[config.mk]
export PLATFORM = sky130hd
export DESIGN_NAME = snd_top
export DESIGN_NICKNAME = d
export VERILOG_FILES = /design/src/design/snd_pkg.sv /design/src/design/snd_top.sv /design/src/design/snd_mixer.sv /design/src/design/dc_remover.sv /design/src/design/pcm_player.sv /design/src/design/rom_arbiter.sv /design/src/design/snd_regs.sv
export SDC_FILE = /design/constraint.sdc
export NUM_CORES = 1
export LEC_CHECK = 0
export BUFFER_PORTS_ARGS = -buffer_cell sky130_fd_sc_hd__buf_2
export CAP_MARGIN = 40
export CORE_ASPECT_RATIO = 0.8
export CORE_MARGIN = 2
export CORE_UTILIZATION = 36
export DETAILED_ROUTE_END_ITERATION = 6
export SLEW_MARGIN = 20
export SYNTH_ARGS = -nofsm -noshare
export SYNTH_HDL_FRONTEND = slang
export SYNTH_SLANG_ARGS = --single-unit
[constraint.sdc]
create_clock -name clk -period 8.6 [get_ports clk]
set_clock_uncertainty 0.1 [all_clocks]
set_input_delay 1.29 -clock clk [delete_from_list [all_inputs] [get_ports clk]]
set_output_delay 1.29 -clock clk [all_outputs]
set_load 0.02 [all_outputs]
[src/design/snd_pkg.sv]
/* Widths, register map and mixer constants of the sound subsystem.
   All widths are fixed by the board wiring, so nothing here is tunable. */
package snd_pkg;

    typedef logic        [19:0] axi_addr_t;
    typedef logic        [31:0] axi_data_t;
    typedef logic        [15:0] rom_addr_t;
    typedef logic        [ 7:0] rom_byte_t;
    typedef logic        [ 5:0] pcm_code_t;
    // unsigned, 4 fractional bits
    typedef logic        [ 7:0] gain_t;
    typedef logic signed [15:0] audio_t;
    typedef logic        [ 9:0] psg_t;

    typedef enum logic [1:0] {idle, ptr_lo, ptr_hi, play} pcm_state_t;

    // register offsets
    localparam axi_addr_t reg_ctrl        = 20'h0_0000;
    localparam axi_addr_t reg_trigger     = 20'h0_0004;
    localparam axi_addr_t reg_status      = 20'h0_0008;
    localparam axi_addr_t rom_window_base = 20'h1_0000;

    // ctrl holds fx_level in bits 1:0
    localparam int ctrl_psg_bit  = 2;
    localparam int ctrl_fm_bit   = 3;
    localparam int ctrl_pcm_bit  = 4;
    localparam int stat_busy_bit = 0;
    localparam int stat_peak_bit = 1;

    localparam logic [1:0] resp_okay   = 2'b00;
    localparam logic [1:0] resp_slverr = 2'b10;

    localparam gain_t psg_gain_table [4] = '{8'h03, 8'h06, 8'h08, 8'h0a};
    localparam gain_t fm_gain_solo       = 8'h30;
    localparam gain_t fm_gain_with_pcm   = 8'h20;
    localparam gain_t pcm_gain_on        = 8'h0a;

    // two-byte pointers, low byte first
    localparam rom_addr_t ptr_table_base = 16'h0090;
    localparam int        pcm_tick_div   = 3;

endpackage
[src/design/snd_top.sv]
/* Sound subsystem top: AXI4-Lite registers, shared sample ROM port, PCM path and mixer.
   Channels start muted; the status peak bit is sticky until status is read. */
`timescale 1ns/100ps

module snd_top (
    input  logic               clk,
    input  logic               comb_rstn,
    // AXI4-Lite slave
    input  snd_pkg::axi_addr_t awaddr,
    input  logic               awvalid,
    output logic               awready,
    input  snd_pkg::axi_data_t wdata,
    input  logic [3:0]         wstrb,
    input  logic               wvalid,
    output logic               wready,
    output logic [1:0]         bresp,
    output logic               bvalid,
    input  logic               bready,
    input  snd_pkg::axi_addr_t araddr,
    input  logic               arvalid,
    output logic               arready,
    output snd_pkg::axi_data_t rdata,
    output logic [1:0]         rresp,
    output logic               rvalid,
    input  logic               rready,
    // sample ROM
    output snd_pkg::rom_addr_t rom_addr,
    output logic               rom_cs,
    input  snd_pkg::rom_byte_t rom_data,
    input  logic               rom_ok,
    // FM chip
    input  snd_pkg::audio_t    fm_snd,
    input  snd_pkg::psg_t      psg_snd,
    input  logic               sample,
    output snd_pkg::audio_t    snd,
    output logic               peak,
    output logic               pcm_busy
);
    logic               host_req, host_ack, pcm_req, pcm_ack, trigger, pcm_tick;
    logic               psg_en, fm_en, pcm_en, peak_seen, status_rd;
    logic [1:0]         fx_level;
    logic signed [7:0]  pcm_centred;
    snd_pkg::rom_addr_t host_addr, pcm_addr_req, pcm_addr;
    snd_pkg::rom_byte_t rd_data, pcm_value;
    snd_pkg::pcm_code_t trigger_code;

    assign status_rd = arvalid & arready & (araddr == snd_pkg::reg_status);

    // a new clip wins over a status read in the same cycle
    always_ff @(posedge clk or negedge comb_rstn) begin
        if (!comb_rstn) begin
            peak_seen <= 1'b0;
        end else if (peak) begin
            peak_seen <= 1'b1;
        end else if (status_rd) begin
            peak_seen <= 1'b0;
        end
    end

    snd_regs    u_regs   (.*, .busy(pcm_busy));
    rom_arbiter u_arb    (.*);
    pcm_player  u_player (.*, .busy(pcm_busy));
    dc_remover  u_dcrm   (.*);
    snd_mixer   u_mixer  (.*);

endmodule

[src/design/snd_mixer.sv]
/* FM, PSG and PCM mix with table gains, one result per sample strobe.
   snd saturates to 16 bits signed; peak marks the sample that clipped. */
`timescale 1ns/100ps

module snd_mixer (
    input  logic              clk,
    input  logic              comb_rstn,
    input  logic              sample,
    input  logic [1:0]        fx_level,
    input  logic              psg_en,
    input  logic              fm_en,
    input  logic              pcm_en,
    input  snd_pkg::audio_t   fm_snd,
    input  snd_pkg::psg_t     psg_snd,
    input  logic signed [7:0] pcm_centred,
    output snd_pkg::audio_t   snd,
    output logic              peak
);
    snd_pkg::gain_t     fm_gain, psg_gain, pcm_gain;
    logic signed [10:0] psg_c;
    logic signed [25:0] fm_term, psg_term, pcm_term, sum;
    logic               sat_hi, sat_lo;

    assign psg_gain = psg_en ? snd_pkg::psg_gain_table[fx_level] : '0;
    // FM is pulled down when PCM shares the mix
    assign fm_gain  = !fm_en ? '0 : pcm_en ? snd_pkg::fm_gain_with_pcm : snd_pkg::fm_gain_solo;
    assign pcm_gain = pcm_en ? snd_pkg::pcm_gain_on : '0;

    // psg is offset binary around 512
    assign psg_c = $signed({1'b0, psg_snd}) - 11'sd512;

    assign fm_term  = (fm_snd * $signed({1'b0, fm_gain})) >>> 4;
    assign psg_term = (psg_c * $signed({1'b0, psg_gain})) >>> 4;
    assign pcm_term = ($signed({pcm_centred, 8'h00}) * $signed({1'b0, pcm_gain})) >>> 4;
    assign sum      = fm_term + psg_term + pcm_term;
    assign sat_hi   = sum > 26'sd32767;
    assign sat_lo   = sum < -26'sd32768;

    always_ff @(posedge clk or negedge comb_rstn) begin
        if (!comb_rstn) begin
            snd  <= '0;
            peak <= 1'b0;
        end else if (sample) begin
            peak <= sat_hi | sat_lo;
            if (sat_hi) begin
                snd <= 16'h7fff;
            end else if (sat_lo) begin
                snd <= 16'h8000;
            end else begin
                snd <= sum[15:0];
            end
        end
    end

endmodule

[src/design/dc_remover.sv]
/* Leaky running mean (1/16 per tick) subtracted from the unsigned PCM byte.
   The output is saturated to 8 bits signed and only moves on pcm_tick. */
`timescale 1ns/100ps

module dc_remover (
    input  logic               clk,
    input  logic               comb_rstn,
    input  logic               pcm_tick,
    input  snd_pkg::rom_byte_t pcm_value,
    output logic signed [7:0]  pcm_centred
);
    // mean scaled by 16, settles at most at 255*16
    logic        [11:0] mean_fx;
    logic signed [9:0]  diff;

    assign diff = $signed({2'b00, pcm_value}) - $signed({2'b00, mean_fx[11:4]});

    always_ff @(posedge clk or negedge comb_rstn) begin
        if (!comb_rstn) begin
            mean_fx     <= '0;
            pcm_centred <= '0;
        end else if (pcm_tick) begin
            mean_fx <= mean_fx - (mean_fx >> 4) + {4'h0, pcm_value};
            if (diff > 10'sd127) begin
                pcm_centred <= 8'sd127;
            end else if (diff < -10'sd128) begin
                pcm_centred <= -8'sd128;
            end else begin
                pcm_centred <= diff[7:0];
            end
        end
    end

endmodule

[src/design/pcm_player.sv]
/* PCM sample player: pointer lookup, then one unsigned byte per pcm_tick.
   Stops on a zero byte or past 0xFFFF; triggers are ignored while pcm_en is low. */
`timescale 1ns/100ps

module pcm_player (
    input  logic               clk,
    input  logic               comb_rstn,
    input  logic               sample,
    input  logic               pcm_en,
    input  logic               trigger,
    input  snd_pkg::pcm_code_t trigger_code,
    output logic               pcm_req,
    output snd_pkg::rom_addr_t pcm_addr_req,
    input  logic               pcm_ack,
    input  snd_pkg::rom_byte_t rd_data,
    output logic               pcm_tick,
    output snd_pkg::rom_byte_t pcm_value,
    output logic               busy,
    output snd_pkg::rom_addr_t pcm_addr
);
    snd_pkg::pcm_state_t              st;
    snd_pkg::rom_addr_t               addr;
    snd_pkg::rom_byte_t               ptr_lsb;
    logic [snd_pkg::pcm_tick_div-1:0] phase;
    // set when a restart lands on a fetch still in flight
    logic                             discard;

    assign busy         = st != snd_pkg::idle;
    assign pcm_addr     = addr;
    assign pcm_addr_req = addr;

    // one-hot ring, ticks on every third strobe
    always_ff @(posedge clk or negedge comb_rstn) begin
        if (!comb_rstn) begin
            phase    <= 1;
            pcm_tick <= 1'b0;
        end else begin
            pcm_tick <= sample & phase[snd_pkg::pcm_tick_div-1];
            if (sample) begin
                phase <= {phase[snd_pkg::pcm_tick_div-2:0], phase[snd_pkg::pcm_tick_div-1]};
            end
        end
    end

    always_ff @(posedge clk or negedge comb_rstn) begin
        if (!comb_rstn) begin
            st        <= snd_pkg::idle;
            addr      <= '0;
            ptr_lsb   <= '0;
            pcm_value <= '0;
            pcm_req   <= 1'b0;
            discard   <= 1'b0;
        end else begin
            if (pcm_ack && discard) begin
                discard <= 1'b0;
            end else if (pcm_ack) begin
                case (st)
                    snd_pkg::ptr_lo: begin
                        ptr_lsb <= rd_data;
                        addr    <= addr + 16'd1;
                        st      <= snd_pkg::ptr_hi;
                    end
                    snd_pkg::ptr_hi: begin
                        addr    <= {rd_data, ptr_lsb};
                        pcm_req <= 1'b0;
                        st      <= snd_pkg::play;
                    end
                    snd_pkg::play: begin
                        pcm_req <= 1'b0;
                        // zero only ends the sample, the last level is kept
                        if (rd_data != 8'd0) begin
                            pcm_value <= rd_data;
                        end
                        if (rd_data == 8'd0 || &addr) begin
                            st <= snd_pkg::idle;
                        end else begin
                            addr <= addr + 16'd1;
                        end
                    end
                    default: pcm_req <= 1'b0;
                endcase
            end else if (pcm_tick && st == snd_pkg::play && !pcm_req) begin
                pcm_req <= 1'b1;
            end
            if (trigger && pcm_en) begin
                st      <= snd_pkg::ptr_lo;
                addr    <= snd_pkg::ptr_table_base + {9'd0, trigger_code, 1'b0};
                pcm_req <= 1'b1;
                discard <= pcm_req & ~pcm_ack;
            end
        end
    end

endmodule

[src/design/rom_arbiter.sv]
/* Shares the sample ROM port between the PCM player and the host window.
   PCM wins on a free port; cs and addr hold until ok, then one idle cycle follows. */
`timescale 1ns/100ps

module rom_arbiter (
    input  logic               clk,
    input  logic               comb_rstn,
    input  logic               pcm_req,
    input  snd_pkg::rom_addr_t pcm_addr_req,
    output logic               pcm_ack,
    input  logic               host_req,
    input  snd_pkg::rom_addr_t host_addr,
    output logic               host_ack,
    output snd_pkg::rom_byte_t rd_data,
    output snd_pkg::rom_addr_t rom_addr,
    output logic               rom_cs,
    input  snd_pkg::rom_byte_t rom_data,
    input  logic               rom_ok
);
    // owner of the access in flight
    logic own_pcm;
    logic done;

    assign done     = rom_cs & rom_ok;
    assign pcm_ack  = done & own_pcm;
    assign host_ack = done & ~own_pcm;
    assign rd_data  = rom_data;

    always_ff @(posedge clk or negedge comb_rstn) begin
        if (!comb_rstn) begin
            rom_cs   <= 1'b0;
            own_pcm  <= 1'b0;
            rom_addr <= '0;
        end else if (rom_cs) begin
            // owner is locked until the ROM answers
            if (rom_ok) begin
                rom_cs <= 1'b0;
            end
        end else if (pcm_req) begin
            rom_cs   <= 1'b1;
            own_pcm  <= 1'b1;
            rom_addr <= pcm_addr_req;
        end else if (host_req) begin
            rom_cs   <= 1'b1;
            own_pcm  <= 1'b0;
            rom_addr <= host_addr;
        end
    end

endmodule

[src/design/snd_regs.sv]
/* AXI4-Lite slave: one write and one read outstanding at most, only wstrb[0] counts.
   ROM window reads wait on the arbiter, so their rvalid latency varies. */
`timescale 1ns/100ps

module snd_regs (
    input  logic               clk,
    input  logic               comb_rstn,
    input  snd_pkg::axi_addr_t awaddr,
    input  logic               awvalid,
    output logic               awready,
    input  snd_pkg::axi_data_t wdata,
    input  logic [3:0]         wstrb,
    input  logic               wvalid,
    output logic               wready,
    output logic [1:0]         bresp,
    output logic               bvalid,
    input  logic               bready,
    input  snd_pkg::axi_addr_t araddr,
    input  logic               arvalid,
    output logic               arready,
    output snd_pkg::axi_data_t rdata,
    output logic [1:0]         rresp,
    output logic               rvalid,
    input  logic               rready,
    output logic               host_req,
    output snd_pkg::rom_addr_t host_addr,
    input  logic               host_ack,
    input  snd_pkg::rom_byte_t rd_data,
    output logic [1:0]         fx_level,
    output logic               psg_en,
    output logic               fm_en,
    output logic               pcm_en,
    output logic               trigger,
    output snd_pkg::pcm_code_t trigger_code,
    input  logic               busy,
    input  snd_pkg::rom_addr_t pcm_addr,
    input  logic               peak_seen
);
    typedef enum logic [1:0] {rd_idle, rd_rom, rd_resp} rd_state_t;

    rd_state_t          rd_st;
    logic [4:0]         ctrl;
    logic               wr_fire, wr_ctrl, wr_trig, rd_fire, rd_hit, in_window;
    snd_pkg::axi_data_t reg_rdata;

    assign wr_fire   = awready & awvalid & wvalid;
    assign wr_ctrl   = wr_fire && awaddr == snd_pkg::reg_ctrl;
    assign wr_trig   = wr_fire && awaddr == snd_pkg::reg_trigger;
    assign rd_fire   = arready & arvalid;
    assign in_window = araddr[19:16] == snd_pkg::rom_window_base[19:16];
    assign rd_hit    = araddr == snd_pkg::reg_ctrl || araddr == snd_pkg::reg_trigger
                    || araddr == snd_pkg::reg_status;

    // trigger fires in the handshake cycle itself
    assign trigger      = wr_trig & wstrb[0];
    assign trigger_code = wdata[5:0];

    assign fx_level = ctrl[1:0];
    assign psg_en   = ctrl[snd_pkg::ctrl_psg_bit];
    assign fm_en    = ctrl[snd_pkg::ctrl_fm_bit];
    assign pcm_en   = ctrl[snd_pkg::ctrl_pcm_bit];

    always_ff @(posedge clk or negedge comb_rstn) begin
        if (!comb_rstn) begin
            awready <= 1'b0;
            wready  <= 1'b0;
            bvalid  <= 1'b0;
            bresp   <= snd_pkg::resp_okay;
            ctrl    <= '0;
        end else begin
            awready <= awvalid && wvalid && !awready && !bvalid;
            wready  <= awvalid && wvalid && !awready && !bvalid;
            if (wr_fire) begin
                bvalid <= 1'b1;
                bresp  <= (wr_ctrl || wr_trig) ? snd_pkg::resp_okay : snd_pkg::resp_slverr;
                if (wr_ctrl && wstrb[0]) begin
                    ctrl <= wdata[4:0];
                end
            end else if (bready) begin
                bvalid <= 1'b0;
            end
        end
    end

    // trigger reads back as zero
    always_comb begin
        reg_rdata = '0;
        if (araddr == snd_pkg::reg_ctrl) begin
            reg_rdata[4:0] = ctrl;
        end else if (araddr == snd_pkg::reg_status) begin
            reg_rdata[snd_pkg::stat_busy_bit] = busy;
            reg_rdata[snd_pkg::stat_peak_bit] = peak_seen;
            reg_rdata[31:16]                  = pcm_addr;
        end
    end

    always_ff @(posedge clk or negedge comb_rstn) begin
        if (!comb_rstn) begin
            rd_st     <= rd_idle;
            arready   <= 1'b0;
            rvalid    <= 1'b0;
            rresp     <= snd_pkg::resp_okay;
            rdata     <= '0;
            host_req  <= 1'b0;
            host_addr <= '0;
        end else begin
            arready <= 1'b0;
            case (rd_st)
                rd_idle: begin
                    arready <= arvalid && !arready;
                    if (rd_fire && in_window) begin
                        host_req  <= 1'b1;
                        host_addr <= araddr[15:0];
                        rd_st     <= rd_rom;
                    end else if (rd_fire) begin
                        rdata  <= reg_rdata;
                        rresp  <= rd_hit ? snd_pkg::resp_okay : snd_pkg::resp_slverr;
                        rvalid <= 1'b1;
                        rd_st  <= rd_resp;
                    end
                end
                rd_rom: begin
                    if (host_ack) begin
                        host_req <= 1'b0;
                        rdata    <= {24'h0, rd_data};
                        rresp    <= snd_pkg::resp_okay;
                        rvalid   <= 1'b1;
                        rd_st    <= rd_resp;
                    end
                end
                default: begin
                    if (rready) begin
                        rvalid <= 1'b0;
                        rd_st  <= rd_idle;
                    end
                end
            endcase
        end
    end

endmodule

== Word level (Yosys, flattened, before mapping) ==
Index checks and enable logic that the tools add are counted.
Operators by class
  magnitude comparators: 5
  reduce and logical (&&, ||, !) cells: 48
  equality and inequality tests: 17
  mux-type cells: 69
  multipliers: 3
  add/sub/neg operators: 8
  bitwise logic cells: 16
Operator list (number)
  $mux W16: 10
  $mux W32: 3
  $pmux W32 S2: 1
  $mux W8: 6
  $pmux W16 S3: 1
  $eq A20 B3 Y1 const B: 2
  $logic_not A20 Y1: 2
  $mux W2: 15
  $gt A26 B16 Y1 const B: 1
  $lt A26 B16 Y1 const B: 1
  $mul A16 B9 Y25: 1
  $mux W1: 24
  $add A22 B17 Y23: 1
  $add A21 B16 Y22: 1
  $eq A20 B4 Y1 const B: 1
  $mul A11 B9 Y20: 1
  $reduce_and A4 Y1: 5
  $add A16 B1 Y16 const B: 1
  $bmux W8 S2: 1
  $reduce_and A16 Y1: 1
  $reduce_bool A2 Y1: 7
  $mul A8 B5 Y13: 1
  $add A12 B8 Y12: 1
  $logic_and A1 B1 Y1: 12
  other kinds (34): 66
Storage, ports and cells
  logic and storage cells: 193
  input port bits: 119
  bits in registers: 160
  output and inout bits: 76

== Depth between registers and ports, before layout ==
Gate-level depths: netlist of run 1.
  depth after elaboration: 11
  gate-level depth with buffers: 33
  gate-level depth less buffers: 32

== Modules after synthesis ==
A second synthesis of run 1 with hierarchy kept.
Unflattened totals
  cells, all modules: 1377
  area total of the unflattened synthesis: 13465.4 um2
Modules (own cells, without submodules)
  snd_mixer: seq. area each 425.4 um2, times used 1, area an instance 5595.4 um2, cells an instance 618
  snd_regs: seq. area each 1351.3 um2, times used 1, area an instance 2459.9 um2, cells an instance 201
  pcm_player: seq. area each 1002.2 um2, times used 1, area an instance 2302.2 um2, cells an instance 229
  dc_remover: seq. area each 500.5 um2, times used 1, area an instance 2003.2 um2, cells an instance 224
  rom_arbiter: seq. area each 450.4 um2, times used 1, area an instance 1008.5 um2, cells an instance 95
  snd_top: seq. area each 25.0 um2, times used 1, area an instance 96.3 um2, cells an instance 10

== Least setup slack after synthesis of run 1 ==
OpenSTA, ideal clock, no wires.
  path kind: input to register
  from: input port psg_snd[2]
  to: register u_mixer.snd[11]
  slack: 938 ps
  setup time: 134 ps
  arrival time: 7428 ps
  data required time: 8366 ps
  path buffers: 1
  stages: 29
  cell sequence: and2_1 -> fa_1 -> ha_1 -> ha_1 -> fa_1 -> ha_1 -> inv_1 -> fa_1 -> nor2b_1 -> o21ai_0 -> a21boi_1 -> o21ai_0 -> a21boi_1 -> o21a_1 -> o21ai_1 -> a211o_1 -> o311ai_1 -> fa_1 -> ha_1 -> o2111ai_1 -> nor2_1 -> o21ai_2 -> a31oi_2 -> a21oi_1 -> o21ai_2 -> xor2_4 -> o32ai_4 -> buf_6 -> o22ai_2
Between the ends
  longest elaborated chain between the ends: 7
  elaborated cells between the ends (all ways): 8
  classes of those cells: 3 x add/sub; 1 x mul; 2 x order compare; 2 x mux
Ends and longest elaborated chain
  from (decl): RTL line snd_top.sv:33  | input snd_pkg::psg_t psg_snd,
  $sub A10 B10 Y11 (*): RTL line snd_mixer.sv:30  | assign psg_c = $signed({1'b0, psg_snd}) - 11'sd512;
  $mul A11 B9 Y20 (*): RTL line snd_mixer.sv:33  | assign psg_term = (psg_c * $signed({1'b0, psg_gain})) >>> 4;
  $add A21 B16 Y22 (*): RTL line snd_mixer.sv:35  | assign sum = fm_term + psg_term + pcm_term;
  $add A22 B17 Y23 (*): RTL line snd_mixer.sv:35
  $lt A26 B16 Y1: RTL line snd_mixer.sv:37  | assign sat_lo = sum < -26'sd32768;
  $mux W16: RTL line snd_mixer.sv:47  | end else if (sat_lo) begin
  $mux W16 (*): RTL line snd_mixer.sv:45  | if (sat_hi) begin
  to (signal assigned): RTL line snd_mixer.sv:50  | snd <= sum[15:0];
  to (decl): RTL line snd_mixer.sv:16  | output snd_pkg::audio_t snd,
Every way passes the cells marked *; elsewhere a longest branch is shown, timed or not.
A chain may end at the register's enable or synchronous reset.

== Final worst setup path of run 1 ==
  from: input port psg_snd[2]
  to: register u_mixer.snd[6]
Same word-level chain as after synthesis.

==> results of run 1 <==
## logic make-up after synthesis
logic type,synth area share [%]
adder cells (fa/ha/maj),23.5
flip-flops,29.3
AO/OA/AOI/OAI,16.8
XOR/XNOR,3.15
multiplexers,5.25
AND/OR/NAND/NOR,15.8
buffers and inverters,6.21
other,0.0293
## where the power goes
group / total (W) / switching, W / internal (W) / leakage [nW]
sequential: 0.000813 / 0.0000429 / 0.000770 / 2.02
clock: 0.000806 / 0.000329 / 0.000477 / 0.300
combinational: 0.000279 / 0.000182 / 0.0000972 / 5.54
total: 0.00190 / 0.000554 / 0.00134 / 7.86
## final cells by class
type                            count  area (µm²)  area share (%)
Timing Repair Buffer              181        1040            7.03
Multi-Input combinational cell   1066        8310            55.9
Tap cell                          472         591            3.98
Clock buffer                       19         453            3.05
Inverter                          143         537            3.61
Clock inverter                     12         168            1.13
Sequential cell                   150        3750            25.3
## synthesized netlist by cell type, types with 10 or more instances
cell	n
buf_4	11
a21o_1	23
a21oi_1	77
mux2i_1	22
xnor2_1	33
xor2_1	10
dfrtp_1	149
clkbuf_1	38
and2_1	50
nor3_1	15
o22ai_1	12
ha_1	162
nor2b_1	28
and3_1	16
nand3_1	31
o21ai_1	13
a211oi_1	12
inv_1	143
fa_1	49
nor2_1	98
nor4_1	16
o21ai_0	89
nand2_1	112
a22o_1	17
mux2_2	39
a31oi_1	11
## per-stage QoR
step,instance area (µm²),util [%],cells
after global routing,14900,42.6,2043
final,14900,42.6,2043
after CTS,14800,42.6,2041
after global placement,14100,40.4,2004
after detailed placement,14200,40.8,2010
after floorplan,12800,-,1414
## worst register-to-register path: cells and delay by family, from the launching register on
family,cells,cell delay [ns]
AO/OA/AOI/OAI,14,2.94
XOR/XNOR,1,0.17
adder cells (fa/ha/maj),8,2.86
buffers and inverters,4,0.62
flip-flops,1,0.38
AND/OR/NAND/NOR,5,0.63
## flip-flops by register name, indices dropped and copies added, names as in the netlist, 2 cells and up
register and cells:
u_player.pcm_value 8, u_player.ptr_lsb 8, u_regs.rdata 24, u_player.phase 3
u_regs.ctrl 5, u_player.st 2, u_dcrm.pcm_centred 8, u_player.pcm_addr 16
u_regs.host_addr 16, u_dcrm.mean_fx 12, u_regs.rd_st 2, u_arb.rom_addr 16
u_mixer.snd 16
## per-layer routing
metal  global-route usage, %  vias to the layer above
met1                    25.3                     5017
li1                        -                     5174
met5                       0                        -
met3                    3.36                       17
met2                    27.1                      199
met4                    3.62                        2
## worst min path at each step
stage / startpoint / to / slack [ns]
after detailed placement: u_regs.bvalid / u_regs.awready / 0.36
after CTS: u_regs.bvalid / u_regs.awready / 0.36
after global routing: u_regs.bvalid / u_regs.awready / 0.39
after global placement: u_regs.bvalid / u_regs.awready / 0.35
final: u_regs.bvalid / u_regs.awready / 0.36
after floorplan: u_dcrm.pcm_centred[4] / u_dcrm.pcm_centred[4] / 0.35
==> results.toml, run 1 <==
[clock_network]
cts.sink_count = 150
cts_root_buf = "clkbuf_16"
insertion_delay_ns = 0.43
cts.path.max_buffers = 2
holdBufCountCts = 0
cts_tree = "done"
cts_buffers = 17
cts.repair.resized = 0
clk_pin_slew_ns = 0.07
htreeDepth = 4
cts_setup_buffers = 0

[logic_synthesis]
synth_cell_types = 75
synthFlopType = "dfrtp_1"
synth-edff-count = 0
synth_cells = 1405
synth_top_area_share_pct = 29.1
synth.area.top_cells = "dfrtp_1 (29%), ha_1 (16%), fa_1 (7.7%)"
async_reset_ff_share_pct = 100
yosysSeqAreaShare_pct = 29.3
ys_ff_latch = 150
synth-warning-count = 0
synth_top_area_cell = "dfrtp_1"
syn_area_um2 = 12800
syn_area_per_cell_um2 = 9.12

[timing]
setup_ws_ns = 0.524
slew_violations = 0
fin_crit_sh_pct = 93.9
slew_headroom_pct = 46.9
tns_ns = 0
tightest_slew_ns = 0.797
fmax_mhz = 124
holdWs_ns = 0.364
finalSetupViolations = 0
rsz0062_at_grt = "no"
hold_violations = 0
period_minus_slack_ns = 8.08

[global_routing]
gr-total-overflow = 0
grt_pass1_wl_um = 53000
grt_start_max_net_pins = 73
track_usage_pct = 17.5
grt_pass1_vias = 10200
antenna_found_initial = 1

[finish]
n_fill_cell = 3445
final_cell_mix = "ha_1 (162), buf_2 (154), dfrtp_1 (149)"
syn_to_final_growth_pct = 15.9
drive_gt1_share_pct = 17.8
layout_commonest_cell = "ha_1"
nets = 1889
diodes = 0

[critical_path]
worst-path-max-fanout = 16
crit_start = "psg_snd[2]"
start_kind = "input port"
reg2reg_depth = 32
critPathMaxStageDelay_ns = 0.50
crit_buf_inv = 3
critPathKind = "input port to flop"
worstSetupEndpointType = "flop"
crit_family = "adder cells"
crit_end = "u_mixer.snd[6]"
cp_data_arrival_time_ns = 8.27
timing.rr.end = "u_mixer.snd[6]"
path_depth = 30
critical_path_required_ns = 8.79
slowest_stage = "fa_1"
r2r-start = "u_regs.ctrl[0]"
r2r_slack_ns = 0.74

[run_status]
status = "complete, no violations"

[placed_design]
hpwl_um = 25000
dpl_worst_slack_ns = 0.104
gp_congestion = 0.840
io_buffer_count = 155

[floorplan]
core_um2 = 34900
io_pins = 195
rows = 61
die_x_um = 215
die_h_um = 173
die_area_um2 = 37100
start_util_pct = 36.7

[drt]
routedWlPerCell_um = 15.6
ant_nets = 0
met1_length_um = 15900
wl_met2_um = 14300
firstDrtPassIters = 5
drc = 0
dr_wl_met3_um = 1440
drt_iter0_markers = 552
vias = 10400
highest_layer = "met5"
via_per_inst = 5.09
drt-total-wl_um = 31900

[power]
power_w = 0.00190
peakVddDrop_mv = 0.124
power_density_nw_per_um2 = 128
leakage_nw = 7.86

[min_path]
hold_class = "flop to flop"
holdPathStages = 1

[run]
drv_cap = 0
Power figures use the tool's default switching activity.
==> run 2: changes to the inputs <==
Settings changed: ABC_AREA set to 1.
Clock period 8.6 ns to 7.8 ns, I/O delays scaled along.
==> run 2 against run 1 <==
  * Sequential share of layout area fell by 0.76 points
  * Design area increased by 3.1%
  * Final cell count is 19% higher
  * Synthesized area grew 4.3%
  * First-iteration DRC count increased by 45%
  * Combinational power rose to 3.4 times the previous value
  * Critical path depth grew 8
  * Sequential power grew 19%
  * Total power grew 44%
==> results.toml, run 2 <==
[run_status]
status = "complete, no violations"

[logic_synthesis]
synthFlopType = "dfrtp_1"
ys_ff_latch = 150
synth_cell_types = 58
yosysSeqAreaShare_pct = 28.1
synth.area.top_cells = "dfrtp_1 (28%), ha_1 (15%), nand2_1 (13%)"
synth_top_area_share_pct = 27.9
synth_common_cells = "nand2_1 (445), inv_1 (285), ha_1 (162)"
synth_cells = 1770
synth-edff-count = 0
syn_area_um2 = 13400
yosysMostFrequentCell = "nand2_1"
synth_top_area_cell = "dfrtp_1"
async_reset_ff_share_pct = 100
syn_area_per_cell_um2 = 7.55
synth-warning-count = 0

[clock_network]
htreeDepth = 4
clk_pin_slew_ns = 0.07
cts_root_buf = "clkbuf_16"
cts.path.max_buffers = 2
cts.sink_count = 150
holdBufCountCts = 0
cts_tree = "done"
cts.repair.resized = 0
cts_buffers = 17
insertion_delay_ns = 0.43
cts_setup_buffers = 0

[drt]
firstDrtPassIters = 5
drt_iter0_markers = 799
vias = 11600
via_per_inst = 4.79
drt-total-wl_um = 33800
routedWlPerCell_um = 13.9
drc = 0
ant_nets = 0

[placed_design]
dp.cells = 2391
hpwl_um = 27100
io_buffer_count = 155
gp_congestion = 0.902

[timing]
fmax_mhz = 138
slew_violations = 0
slew_headroom_pct = 48.8
tightest_slew_ns = 0.769
finalSetupViolations = 0
tns_ns = 0
hold_violations = 0
rsz0062_at_grt = "no"
period_minus_slack_ns = 7.23
fin_crit_sh_pct = 92.7

[power]
power_density_nw_per_um2 = 179
peakVddDrop_mv = 0.191
leakage_nw = 8.89

[critical_path]
critical_path_required_ns = 8.04
r2r_slack_ns = 0.58
worstSetupEndpointType = "flop"
timing.rr.end = "u_mixer.snd[3]"
worst-path-max-fanout = 8
start_kind = "input port"
critPathMaxStageDelay_ns = 0.53
r2r-start = "u_regs.ctrl[1]"
crit_end = "u_mixer.snd[3]"
reg2reg_depth = 40
crit_start = "psg_snd[4]"
slowest_stage = "fa_1"
critPathKind = "input port to flop"
worst_path_most_repeated_cell = "nand2_1"
cp_data_arrival_time_ns = 7.48

[finish]
regMostFlops = "u_regs.rdata"
syn_to_final_growth_pct = 14.6
stdcell_count = 2426
diodes = 0
seq_area_um2 = 3750
final_cell_mix = "nand2_1 (445), inv_1 (284), ha_1 (162)"
layout_commonest_cell = "nand2_1"
post-route-util_pct = 41.6
drive_gt1_share_pct = 15.2
multiInputGateArea_um2 = 8290
largest_register_ffs = 24
nets = 2257
n_fill_cell = 3791

[global_routing]
track_usage_pct = 17.8
gr-total-overflow = 0
grt_pass1_vias = 11100
antenna_found_initial = 2
grt_start_max_net_pins = 90
grt_pass1_wl_um = 55400

[floorplan]
die_h_um = 176
start_util_pct = 36.3
io_pins = 195
core_um2 = 36800
die_x_um = 219
rows = 63
die_area_um2 = 38700

[run]
drv_cap = 0

[min_path]
hold_class = "flop to flop"
==> run 2: cell count changes after synthesis, moves of 28 or more <==
| cell | before | now |
|---|---|---|
| nand2_1 | 112 | 445 |
| nor2b_1 | 28 | 0 |
| xor2_1 | 10 | 40 |
| mux2_2 | 39 | 4 |
| o21ai_0 | 89 | 128 |
| nor2_1 | 98 | 137 |
| and2_1 | 50 | 0 |
| inv_1 | 143 | 285 |
==> run 2: report_power, final <==
part           switching (W)  internal [W]  leakage [nW]
Combinational       0.000606      0.000346          6.68
Clock               0.000392      0.000423         0.277
Sequential         0.0000765      0.000894          1.93
==> run 2: cell families after synthesis <==
logic type / share of synthesized area [%]
AOI/OAI and AO/OA: 12.0
xor gates and xnor gates: 3.61
adders and majority gates: 22.5
buffers and inverters: 10.3
DFF: 28.1
muxes: 0.337
other: 0.0281
and+or+nand+nor: 23.1
==> run 2: per-layer routing <==
layer	share of wire, %	GRT usage (%)	vias to the layer above
met3	6.1	3.45	51
met5	0.080	0	-
met2	41	25.8	288
met1	50	26.4	5345
met4	2.5	5.69	4
li1	-	-	5937
==> run 2: worst min-delay path by stage <==
stage / end / slack [ns] / cells past startpoint / from
finish: u_regs.awready / 0.34 / 1 / u_regs.bvalid
global route: u_regs.awready / 0.38 / 1 / u_regs.bvalid
CTS: u_regs.awready / 0.35 / 1 / u_regs.bvalid
detailed placement: u_regs.arready / 0.34 / 1 / u_regs.arready
global placement: u_regs.arready / 0.34 / 1 / u_regs.arready
floorplan: u_regs.host_addr[0] / 0.34 / 2 / u_regs.host_addr[0]
==> run 2: stage by stage <==
stage               hold slack [ns]  instance area, µm²  total power, W  worst slack, ns
finish                        0.345               15300         0.00274            0.569
CTS                           0.352               15200         0.00275            0.208
global route                  0.377               15300         0.00295           0.0110
floorplan                     0.337               13400         0.00167            0.822
detailed placement            0.336               14600         0.00193          -0.0541
global placement              0.336               14600         0.00191           0.0832
==> run 2: critical path, delay by kind of cell <==
family,cells,cell delay (ns)
compound gates,6,1.01
buf+inv,7,0.50
fa+ha+maj,7,2.81
simple gates,18,1.96
==> run 2: final cells by class <==
cell class | instances | share of cell area, %
repair buffers | 172 | 6.38
inverters | 295 | 7.25
multi-input cells | 1291 | 54.2
clock buffers | 17 | 2.78
clock inverters | 14 | 0.932
flip-flops and latches | 150 | 24.5
well taps | 487 | 3.98
